<file path="src/hdl/mapper_pkg.sv">
package mapper_pkg;

	// --------------------
	// bus widths

	localparam int CPU_ADDR_W = 15;	// A15 arrives as cpu_ce
	localparam int PPU_ADDR_W = 14;
	localparam int BUS_DATA_W = 8;
	localparam int PRG_ADDR_W = 17;	// 128 KB of PRG ROM
	localparam int CHR_ADDR_W = 18;	// 256 KB of CHR memory
	localparam int SS_ADDR_W  = 8;
	localparam int PRG_BANK_W = 4;	// 16 banks of 8 KB

	typedef logic [CPU_ADDR_W-1:0] cpu_addr_t;
	typedef logic [PPU_ADDR_W-1:0] ppu_addr_t;
	typedef logic [BUS_DATA_W-1:0] bus_data_t;
	typedef logic [PRG_ADDR_W-1:0] prg_addr_t;
	typedef logic [CHR_ADDR_W-1:0] chr_addr_t;
	typedef logic [SS_ADDR_W-1:0]  ss_addr_t;
	typedef logic [PRG_BANK_W-1:0] prg_bank_t;

	// --------------------
	// mapper identity and register window

	localparam bus_data_t MAP_IDX = 8'hC1;	// board 193

	// A14:13 value of the bank register window, $6000-$7FFF
	localparam logic [1:0] REG_WINDOW = 2'b11;

	// --------------------
	// save-state indices

	localparam ss_addr_t SS_PRG     = 8'd0;
	localparam ss_addr_t SS_CHR0    = 8'd1;
	localparam ss_addr_t SS_CHR1    = 8'd2;
	localparam ss_addr_t SS_CHR2    = 8'd3;
	localparam ss_addr_t SS_MAP_IDX = 8'd127;	// mapper number readback

	localparam bus_data_t SS_EMPTY = 8'hFF;	// unused slots read as all ones

	// --------------------
	// PRG layout

	// $A000-$FFFF sit at the top of ROM, banks 13..15
	localparam logic [1:0] PRG_FIXED_HI = 2'b11;

endpackage

</file>
<file path="src/hdl/map_193_top.sv">
`timescale 1ns/1ps

module map_193_top
(
	input  logic                  m2,	// CPU phase clock
	input  logic                  rst_n,

	// cpu bus
	input  mapper_pkg::cpu_addr_t cpu_addr,
	input  mapper_pkg::bus_data_t cpu_dat,
	input  logic                  cpu_rw,
	input  logic                  cpu_ce,

	// ppu bus
	input  mapper_pkg::ppu_addr_t ppu_addr,
	input  logic                  ppu_oe,
	input  logic                  ppu_we,

	input  logic                  cfg_chr_ram,

	// save-state controller
	input  logic                  ss_act,
	input  logic                  ss_we,
	input  mapper_pkg::ss_addr_t  ss_addr,
	output mapper_pkg::bus_data_t ss_rdat,

	// memory side
	output mapper_pkg::prg_addr_t prg_addr,
	output mapper_pkg::chr_addr_t chr_addr,
	output logic                  rom_ce,
	output logic                  prg_oe,
	output logic                  chr_ce,
	output logic                  chr_oe,
	output logic                  chr_we,
	output logic                  ram_ce,
	output logic                  ram_we,
	output logic                  ciram_a10,
	output logic                  ciram_ce
);

	mapper_pkg::prg_bank_t prg;
	mapper_pkg::bus_data_t chr0;
	mapper_pkg::bus_data_t chr1;
	mapper_pkg::bus_data_t chr2;

	// --------------------
	// bank registers

	map_bank_regs map_bank_regs_i
	(
		.m2       (m2),
		.rst_n    (rst_n),
		.cpu_addr (cpu_addr),
		.cpu_dat  (cpu_dat),
		.cpu_rw   (cpu_rw),
		.cpu_ce   (cpu_ce),
		.ss_act   (ss_act),
		.ss_we    (ss_we),
		.ss_addr  (ss_addr),
		.prg      (prg),
		.chr0     (chr0),
		.chr1     (chr1),
		.chr2     (chr2),
		.ss_rdat  (ss_rdat)
	);

	// --------------------
	// decode

	map_addr_xlat map_addr_xlat_i
	(
		.cpu_addr (cpu_addr),
		.ppu_addr (ppu_addr),
		.prg      (prg),
		.chr0     (chr0),
		.chr1     (chr1),
		.chr2     (chr2),
		.prg_addr (prg_addr),
		.chr_addr (chr_addr)
	);

	map_chip_sel map_chip_sel_i
	(
		.cpu_rw      (cpu_rw),
		.cpu_ce      (cpu_ce),
		.ppu_addr    (ppu_addr),
		.ppu_oe      (ppu_oe),
		.ppu_we      (ppu_we),
		.cfg_chr_ram (cfg_chr_ram),
		.rom_ce      (rom_ce),
		.prg_oe      (prg_oe),
		.chr_ce      (chr_ce),
		.chr_oe      (chr_oe),
		.chr_we      (chr_we),
		.ram_ce      (ram_ce),
		.ram_we      (ram_we),
		.ciram_a10   (ciram_a10),
		.ciram_ce    (ciram_ce)
	);

endmodule

</file>
<file path="src/hdl/map_addr_xlat.sv">
`timescale 1ns/1ps

module map_addr_xlat
(
	input  mapper_pkg::cpu_addr_t cpu_addr,
	input  mapper_pkg::ppu_addr_t ppu_addr,

	input  mapper_pkg::prg_bank_t prg,
	input  mapper_pkg::bus_data_t chr0,
	input  mapper_pkg::bus_data_t chr1,
	input  mapper_pkg::bus_data_t chr2,

	output mapper_pkg::prg_addr_t prg_addr,
	output mapper_pkg::chr_addr_t chr_addr
);

	logic [1:0] prg_region;	// 8 KB region inside the ROM space
	logic [3:0] prg_bank;
	logic [6:0] chr_bank;	// in 2 KB units
	logic       chr_hi_half;
	logic       chr_hi_quarter;

	// --------------------
	// PRG

	assign prg_region = cpu_addr[14:13];

	always_comb
	begin
		if (prg_region == 2'd0)
		begin
			prg_bank = prg;	// $8000-$9FFF switchable
		end
		else
		begin
			prg_bank = {mapper_pkg::PRG_FIXED_HI, prg_region};	// banks 13..15
		end
	end

	assign prg_addr = {prg_bank, cpu_addr[12:0]};

	// --------------------
	// CHR

	assign chr_hi_half    = ppu_addr[12];
	assign chr_hi_quarter = ppu_addr[11];

	// lower pattern table is one 4 KB bank, upper one is two 2 KB banks
	always_comb
	begin
		if (!chr_hi_half)
		begin
			chr_bank = {chr0[7:2], chr_hi_quarter};	// chr0 counts 1 KB, bit 1:0 ignored
		end
		else if (!chr_hi_quarter)
		begin
			chr_bank = chr1[7:1];
		end
		else
		begin
			chr_bank = chr2[7:1];
		end
	end

	assign chr_addr = {chr_bank, ppu_addr[10:0]};

endmodule

</file>
<file path="src/hdl/map_bank_regs.sv">
`timescale 1ns/1ps

module map_bank_regs
(
	input  logic                  m2,
	input  logic                  rst_n,

	input  mapper_pkg::cpu_addr_t cpu_addr,
	input  mapper_pkg::bus_data_t cpu_dat,
	input  logic                  cpu_rw,	// 1 = read
	input  logic                  cpu_ce,	// ROM select, active low

	input  logic                  ss_act,
	input  logic                  ss_we,
	input  mapper_pkg::ss_addr_t  ss_addr,

	output mapper_pkg::prg_bank_t prg,
	output mapper_pkg::bus_data_t chr0,
	output mapper_pkg::bus_data_t chr1,
	output mapper_pkg::bus_data_t chr2,
	output mapper_pkg::bus_data_t ss_rdat
);

	logic       win_hit;	// cpu access inside the register window
	logic       win_wr;
	logic [1:0] reg_sel;
	logic       prg_ld;
	logic       chr0_ld;
	logic       chr1_ld;
	logic       chr2_ld;

	// --------------------
	// write decode

	// the window is only seen when ROM is not selected
	assign win_hit = cpu_ce && (cpu_addr[14:13] == mapper_pkg::REG_WINDOW);
	assign win_wr  = win_hit && !cpu_rw;
	assign reg_sel = cpu_addr[1:0];

	// save-state port wins while it is active
	always_comb
	begin
		if (ss_act)
		begin
			prg_ld  = ss_we && (ss_addr == mapper_pkg::SS_PRG);
			chr0_ld = ss_we && (ss_addr == mapper_pkg::SS_CHR0);
			chr1_ld = ss_we && (ss_addr == mapper_pkg::SS_CHR1);
			chr2_ld = ss_we && (ss_addr == mapper_pkg::SS_CHR2);
		end
		else
		begin
			chr0_ld = win_wr && (reg_sel == 2'd0);
			chr1_ld = win_wr && (reg_sel == 2'd1);
			chr2_ld = win_wr && (reg_sel == 2'd2);
			prg_ld  = win_wr && (reg_sel == 2'd3);
		end
	end

	// --------------------
	// bank registers

	always_ff @(posedge m2 or negedge rst_n)
	begin
		if (!rst_n)
		begin
			prg  <= '0;
			chr0 <= '0;
			chr1 <= '0;
			chr2 <= '0;
		end
		else
		begin
			if (prg_ld)
			begin
				prg <= cpu_dat[mapper_pkg::PRG_BANK_W-1:0];	// upper nibble dropped
			end
			if (chr0_ld)
			begin
				chr0 <= cpu_dat;
			end
			if (chr1_ld)
			begin
				chr1 <= cpu_dat;
			end
			if (chr2_ld)
			begin
				chr2 <= cpu_dat;
			end
		end
	end

	// --------------------
	// save-state readback

	always_comb
	begin
		case (ss_addr)
			mapper_pkg::SS_PRG:
			begin
				ss_rdat = {{(mapper_pkg::BUS_DATA_W - mapper_pkg::PRG_BANK_W){1'b0}}, prg};
			end
			mapper_pkg::SS_CHR0:    ss_rdat = chr0;
			mapper_pkg::SS_CHR1:    ss_rdat = chr1;
			mapper_pkg::SS_CHR2:    ss_rdat = chr2;
			mapper_pkg::SS_MAP_IDX: ss_rdat = mapper_pkg::MAP_IDX;
			default:                ss_rdat = mapper_pkg::SS_EMPTY;
		endcase
	end

endmodule

</file>
<file path="src/hdl/map_chip_sel.sv">
`timescale 1ns/1ps

module map_chip_sel
(
	input  logic                  cpu_rw,	// 1 = read
	input  logic                  cpu_ce,	// ROM select, active low

	input  mapper_pkg::ppu_addr_t ppu_addr,
	input  logic                  ppu_oe,	// active low
	input  logic                  ppu_we,	// active low

	input  logic                  cfg_chr_ram,

	output logic                  rom_ce,
	output logic                  prg_oe,
	output logic                  chr_ce,
	output logic                  chr_oe,
	output logic                  chr_we,
	output logic                  ram_ce,
	output logic                  ram_we,
	output logic                  ciram_a10,
	output logic                  ciram_ce
);

	// --------------------
	// CPU side

	assign rom_ce = !cpu_ce;
	assign prg_oe = cpu_rw;

	// board has no work RAM
	assign ram_ce = 1'b0;
	assign ram_we = 1'b0;

	// --------------------
	// PPU side

	// CIRAM and CHR share the pattern space decode, A13 low
	assign ciram_ce = !ppu_addr[13];
	assign chr_ce   = ciram_ce;
	assign chr_oe   = !ppu_oe;

	// writes only reach CHR when it is RAM
	assign chr_we = cfg_chr_ram && !ppu_we && ciram_ce;

	// hardwired mirroring on A10
	assign ciram_a10 = ppu_addr[10];

endmodule

</file>
<file path="config.mk">
export PLATFORM = sky130hd
export DESIGN_NAME = map_193_top
export DESIGN_NICKNAME = d
export VERILOG_FILES = /design/src/hdl/mapper_pkg.sv /design/src/hdl/map_193_top.sv /design/src/hdl/map_addr_xlat.sv /design/src/hdl/map_bank_regs.sv /design/src/hdl/map_chip_sel.sv
export SDC_FILE = /design/constraint.sdc
export NUM_CORES = 1
export LEC_CHECK = 0
export BUFFER_PORTS_ARGS = -buffer_cell sky130_fd_sc_hd__buf_2
export CORE_ASPECT_RATIO = 0.7
export CORE_MARGIN = 5
export CORE_UTILIZATION = 46
export CTS_BUF_LIST = sky130_fd_sc_hd__clkbuf_2
export CTS_CLUSTER_SIZE = 8
export DETAILED_ROUTE_END_ITERATION = 12
export GPL_ROUTABILITY_DRIVEN = 0
export PLACE_DENSITY = 0.9
export SYNTH_ARGS = -nofsm -noshare
export SYNTH_HDL_FRONTEND = slang
export SYNTH_SLANG_ARGS = --single-unit
</file>
<file path="constraint.sdc">
create_clock -name m2 -period 2.2 [get_ports m2]
set_input_delay 0.55 -clock m2 [delete_from_list [all_inputs] [get_ports m2]]
set_output_delay 0.55 -clock m2 [all_outputs]
set_load 0.05 [all_outputs]
</file>
* Word level (Yosys, flattened, before mapping)
Cells that the tools add are included.
Word-level totals: register bits after elaboration 28, latch bits 0, bits in writable memories 0, bits in read-only memories 0, bits of input ports 54, output and inout bits 52, memories 0
Operators by class: add/sub/neg operators 0, multiply operators 0, div/mod/pow operators 0, magnitude comparators 0, equality and inequality tests 8, shift-type cells 0, mux-type cells 8, bitwise logic cells 0, reductions and logical operators 20
Operator list (number):
- $pmux 8 s5 | 1
- $eq 8x2->1 const B | 2
- $mux 7 | 2
- $logic_and 1x1->1 | 12
- $eq 8x1->1 const B | 1
- $eq 8x7->1 const B | 1
- $logic_not 8->1 | 1
- $eq 2x2->1 const B | 3
- $logic_not 1->1 | 5
- $logic_not 2->1 | 2
- $mux 1 | 4
- $mux 4 | 1
- $eq 2x1->1 const B | 1

* Logic depth before layout (Yosys ltp)
Gate-level depths: netlist of run 1.
word-level depth 5, gate-level depth with buffers 4, mapped depth without buffers 4

* Hierarchy
Synthesis of run 1 repeated with hierarchy kept, for this count alone.
Second synthesis, totals: cell total of the unflattened synthesis 164, area total of the unflattened synthesis 1871.8 um^2
Modules (own cells, without submodules):
- map_bank_regs | times used 1, cells each 101, area an instance 1443.9 um^2
- map_addr_xlat | times used 1, cells each 53, area an instance 362.8 um^2
- map_chip_sel | times used 1, cells each 10, area an instance 65.1 um^2

* Worst setup path after synthesis of run 1
Ideal clock, no wire load.
path kind in2out, from in ss_addr[3], to out ss_rdat[4], arrival 2.266 ns, required time 1.650 ns, slack -0.616 ns, cell stages on the path 3, path through nor4_4 > nand2_1 > o21ai_0
Between the ends: cells in the longest elaborated chain, start to end 2, elaborated cells between the ends (all ways) 6, those cells by class 4 x eq/ne; 1 x mux; 1 x reduce/logical
Ends and longest elaborated chain:
- start, declared | line map_193_top.sv:24 | input mapper_pkg::ss_addr_t ss_addr,
- $eq 8x7->1, or another cell as far along | line map_bank_regs.sv:97 | case (ss_addr)
- $pmux 8 s5 * | line map_bank_regs.sv:97
- end, declared | line map_193_top.sv:25 | output mapper_pkg::bus_data_t ss_rdat,
Mark *: on every way between the ends. The rest lies on a longest branch, timed or not.

* Worst setup path in the final report of run 1
from reg map_bank_regs_i.chr2[0], to out ss_rdat[0]
Between the ends: cells in the longest elaborated chain, start to end 1
Ends and longest elaborated chain:
- start, declared | line map_bank_regs.sv:20 | output mapper_pkg::bus_data_t chr2,
- start signal, assigned | line map_bank_regs.sv:87 | chr2 <= cpu_dat;
- $pmux 8 s5 | line map_bank_regs.sv:97
No other way between the ends.

==> results of run 1 <==
[what timing repair did]
| item | 4_1_cts | 5_1_grt |
|---|---|---|
| pin swaps | 2 | 3 |
| resized for setup | 21 | 14 |
| cloned | 0 | 0 |
| setup buffers | 5 | 1 |
| hold endpoints to repair | 0 | 0 |
| setup endpoints to repair | 8 | 7 |
[cells in the final DEF, fill, tap and decap left out, drive strengths merged, types with 2 or more instances in the layout]
master and n:
mux2 32, buf 73, or3 2, o21ai 6, mux4 4, dfrtp 28, nand2 5, nand3 4
inv 8, nand4 5, a21oi 7, nor2 8, conb 2, mux2i 6, a22oi 2, a221o 2
clkbuf 3
[per-stage QoR]
stage	power (uW)	util, %	setup TNS, ns	cell area, um^2	std cells
after detailed placement	1080	54.6	-1.71	2130	252
final	1300	59.6	-0.00789	2320	262
after global placement	1070	54.6	-0.829	2130	252
after floorplan	1070	-	-0.361	1930	166
after CTS	1290	57.9	-0.00353	2260	261
after global routing	1380	59.6	-0.266	2320	262
[power by group]
group | switching (uW) | internal, uW
Combinational | 268 | 201
Clock | 144 | 39.5
Sequential | 57.0 | 593
[per-layer routing]
| metal | global-route usage [%] | wire (um) |
|---|---|---|
| met4 | 1.98 | 14 |
| met1 | 22.1 | 1990 |
| met5 | 0 | 0 |
| met2 | 25.7 | 2040 |
| met3 | 5.21 | 348 |
[area by class of cell]
cell class / count / area [um^2]
tap: 52 / 65.1
fill: 336 / 1580
inverter: 8 / 30.0
clock buffer: 3 / 15.0
timing repair buffer: 73 / 493
clock inverter: 1 / 3.75
sequential: 28 / 701
multi-input combinational: 97 / 1010
[registers in the layout, summed over array words and instances (netlist names)]
register	count
map_bank_regs_i.chr0	8
map_bank_regs_i.chr2	8
map_bank_regs_i.chr1	8
map_bank_regs_i.prg	4
[kinds of logic after synthesis]
family / count (synthesis) / share of synthesized area (%)
flip-flops: 28 / 37.7
multiplexers: 42 / 27.5
AND/OR/NAND/NOR: 32 / 10.9
other: 1 / 0.202
AO/OA/AOI/OAI: 21 / 9.30
buffers and inverters: 41 / 14.4
[worst paths after layout]
path	startpoint	end	slack, ns	cells past startpoint
min reg2reg	map_bank_regs_i.chr0[0]	map_bank_regs_i.chr0[0]	0.55	1
max reg2reg	map_bank_regs_i.chr2[1]	map_bank_regs_i.chr2[1]	1.16	3
min	rst_n	map_bank_regs_i.chr0[2]	0.16	1
max	map_bank_regs_i.chr2[0]	ss_rdat[0]	-0.008	3
max in group asynchronous	rst_n	map_bank_regs_i.chr2[1]	1.65	1
min in group m2	cpu_dat[5]	map_bank_regs_i.chr2[5]	0.44	2
==> impl_metrics.ini, run 1 <==
[outcome]
run_status = finished with violations
violations = setup timing

[routing]
finalWirelength_mm = 4.39
final_antenna_net_count = 0
vias = 1394
drtIter0Drc = 62
wl_per_cell_um = 16.8
viasPerCell = 5.32
drc = 0
dr.pass1.iters = 4

[power]
power.static_leakage_uw = 0.00109
ir_drop_v = 0.000360
p_per_area_mw_per_mm2 = 561

[placed_design]
numPortBuffers = 58
post-place-ws_ns = -0.189
hpwl_mm = 3.41

[die]
core_area_mm2 = 0.00390
core.rowCount = 19
die_w_um = 85.9
ios = 106
die_height_um = 63.2
die-area_mm2 = 0.00543
start_util_pct = 47.6

[sta]
min_period_over_period_pct = 100
drv_slew = 0
rsz0062_at_grt = yes
whs_ns = 0.158
tightest_slew_ns = 0.613
hold_viol_final = 0
slew_headroom_pct = 59.1
period_minus_slack_ns = 2.21
skew_ns = 0
fmaxAchievable_ghz = 0.453
finalSetupViolCount = 1
worst_slack_ns = -0.00789

[setup_path]
critPathTopFamily = multiplexers
worstPathArrival_ns = 1.66
start_kind = flop
cpMaxStageDelayCell = mux4_2
crit_path_max_fanout = 2
end_kind = output pin
critPathKind = flop to output pin
cp_data_required_time_ns = 1.65
slowest_delay_ns = 0.46
crit_chain = mux4_2 -> or2_4 -> buf_8
path_buf_inv = 1

[synth]
synth_area_leader_cell = dfrtp_1
synth.top_cell.area_share_pct = 37.7
synth.distinct_cells = 32
synth_most_common_cell = mux2_2
yosys_most_used_dff = dfrtp_1
synth_top_cells_by_area = dfrtp_1 (38%), mux2_2 (19%), buf_4 (12%)
synth-seq-area-share_pct = 37.7
synth_cells = 165
synth-edff-count = 0
ys_warn_count = 0
synth_seq_cells = 28
synth-async-reset-ratio_pct = 100
synth_area_per_cell_um2 = 11.3
synthTopCellsByCount = mux2_2 (32), buf_4 (30), dfrtp_1 (28)
syn_area_mm2 = 0.00186

[final_layout]
final_nets = 265
drive_above_1_share_pct = 66.2
antenna-diode-count = 0
syn_to_final_growth_pct = 25.1

[clock_tree]
clkLatencyLatePin_ns = 0.35
htreeDepth = 1
cts-buffers-inserted = 3
clockBufferDepth = 2
cts_tree = done
clkSinkCount = 28
clkSlewWorstSetupHoldPaths_ns = 0.24
clock_tree.root_cell = clkbuf_2
cts_hold_buf = 0

[global_route]
grt_usage_pct = 16.2
grt_max_degree = 29
grt_pass1_vias = 1404
grt-ovfl-total = 0
grt_pass1_wl_mm = 7.02
antenna_found_initial = 0

[worst_hold_path]
hold_path_class = input port to async pin

[job]
drv_cap = 0
Power figures use the tool's default switching activity.
==> inputs of run 2 (changes only) <==
--- a/config.mk
+++ b/config.mk
@@ -14,6 +14,7 @@
 export DETAILED_ROUTE_END_ITERATION = 12
 export GPL_ROUTABILITY_DRIVEN = 0
 export PLACE_DENSITY = 0.9
+export REMOVE_ABC_BUFFERS = 1
 export SYNTH_ARGS = -nofsm -noshare
 export SYNTH_HDL_FRONTEND = slang
 export SYNTH_SLANG_ARGS = --single-unit
==> impl_metrics.ini, run 2 (same netlist as run 1, synthesis figures left out) <==
[clock_tree]
clkLatencyLatePin_ns = 0.38
cts_tree = done
htreeDepth = 1
clkSlewWorstSetupHoldPaths_ns = 0.27
clkSinkCount = 28
clock_tree.root_cell = clkbuf_2
cts-buffers-inserted = 3
clockBufferDepth = 2
cts_hold_buf = 0

[setup_path]
rr_worst_depth = 2
cp_data_required_time_ns = 1.65
ff2ff_setup_slack_ns = 1.28
crit_path_max_fanout = 2
reg2reg_from = map_bank_regs_i.chr0[3]
worstPathArrival_ns = 1.70
start_kind = flop
end_kind = output pin
r2r_end = map_bank_regs_i.chr0[3]
critPathKind = flop to output pin

[die]
die-area_mm2 = 0.00543
die_height_um = 63.2
core.rowCount = 19
ios = 106
die_w_um = 85.9
core_area_mm2 = 0.00390
start_util_pct = 47.6

[routing]
drtIter0Drc = 66
final_antenna_net_count = 0
vias = 1481
drc = 0
dr.pass1.iters = 4
viasPerCell = 5.49
finalWirelength_mm = 5.01
wl_per_cell_um = 18.6

[sta]
period_minus_slack_ns = 2.25
worst_slack_ns = -0.0483
fin_tns_setup_ns = -0.0483
skew_ns = 0
finalSetupViolCount = 1
fmaxAchievable_ghz = 0.445
hold_viol_final = 0
rsz0062_at_grt = yes
min_period_over_period_pct = 102
slew_headroom_pct = 58.6
drv_slew = 0
tightest_slew_ns = 0.620

[final_layout]
mostFrequentLayoutCells = buf_2 (47), mux2_2 (32), dfrtp_1 (28), buf_4 (23)
layout_commonest_cell = buf_2
top_regs = map_bank_regs_i.chr0: 8 flops, map_bank_regs_i.chr1: 8 flops, map_bank_regs_i.chr2: 8 flops
drive_above_1_share_pct = 62.4
syn_to_final_growth_pct = 24.2
antenna-diode-count = 0
final_nets = 273
design_area_mm2 = 0.00231

[global_route]
grt-ovfl-total = 0
grt_pass1_vias = 1479
grt_usage_pct = 18.1
antenna_found_initial = 0
grt_max_degree = 29
grt_pass1_wl_mm = 7.70

[power]
p_per_area_mw_per_mm2 = 565
power.static_leakage_uw = 0.00111
ir_drop_v = 0.000284

[placed_design]
post-place-ws_ns = -0.0996
numPortBuffers = 58
hpwl_mm = 3.87
dpl_cell_area_mm2 = 0.00212

[outcome]
violations = setup timing
run_status = finished with violations

[worst_hold_path]
hold_path_class = input port to async pin

[job]
drv_cap = 0
==> run 2: cell type report <==
| class | instances | area [um^2] |
|---|---|---|
| clock buffers | 3 | 15.0 |
| clock inverters | 1 | 3.75 |
| fillers | 302 | 1590 |
| inverters | 8 | 30.0 |
| multi-input cells | 97 | 927 |
| flip-flops and latches | 28 | 701 |
| well taps | 52 | 65.1 |
| repair buffers | 81 | 564 |
==> run 2: power by group <==
group | switching (uW) | total (uW) | internal (uW) | leakage [uW]
logic | 255 | 460 | 205 | 0.000731
registers | 56.7 | 649 | 593 | 0.000370
clock network | 154 | 194 | 39.5 | 0.0000140
total | 466 | 1300 | 837 | 0.00111
==> run 2: per-layer routing <==
metal,global-route usage (%),vias up,wire length (um)
met5,0,-,0
met4,2.77,0,29
met3,9.38,5,698
met2,25.3,89,2150
met1,25.3,717,2130
li1,-,670,-
==> run 2: worst max-delay path by stage <==
| stage | end | slack [ns] | cells past startpoint | startpoint |
|---|---|---|---|---|
| finish | ss_rdat[0] | -0.05 | 3 | map_bank_regs_i.chr2[0] |
| global route | ss_rdat[0] | -0.12 | 3 | map_bank_regs_i.chr2[0] |
| CTS | ss_rdat[0] | -0.04 | 3 | map_bank_regs_i.prg[0] |
| detailed placement | ss_rdat[4] | -0.1 | 6 | ss_addr[0] |
| global placement | ss_rdat[0] | -0.06 | 6 | ss_addr[3] |
| floorplan | ss_rdat[4] | -0.62 | 3 | ss_addr[3] |
==> run 2: critical path, stage by stage, from the launching register on <==
cell	delay (ns)
dfrtp_1	0.46
mux4_2	0.47
or2_4	0.24
buf_8	0.15
==> run 2: timing repair <==
item                       CTS  global route
gates resized for setup     23            14
setup endpoints to repair    8             8
pin swaps                    4             7
setup buffers                3             5
==> run 2: through the flow <==
stage	std cells	util (%)	hold slack, ns	power [uW]
finish	270	59.1	0.124	1300
global route	270	59.1	0.148	1380
CTS	265	57.0	0.164	1280
detailed placement	258	54.3	0.504	1080
global placement	258	54.3	0.493	1060
floorplan	133	-	0.254	915
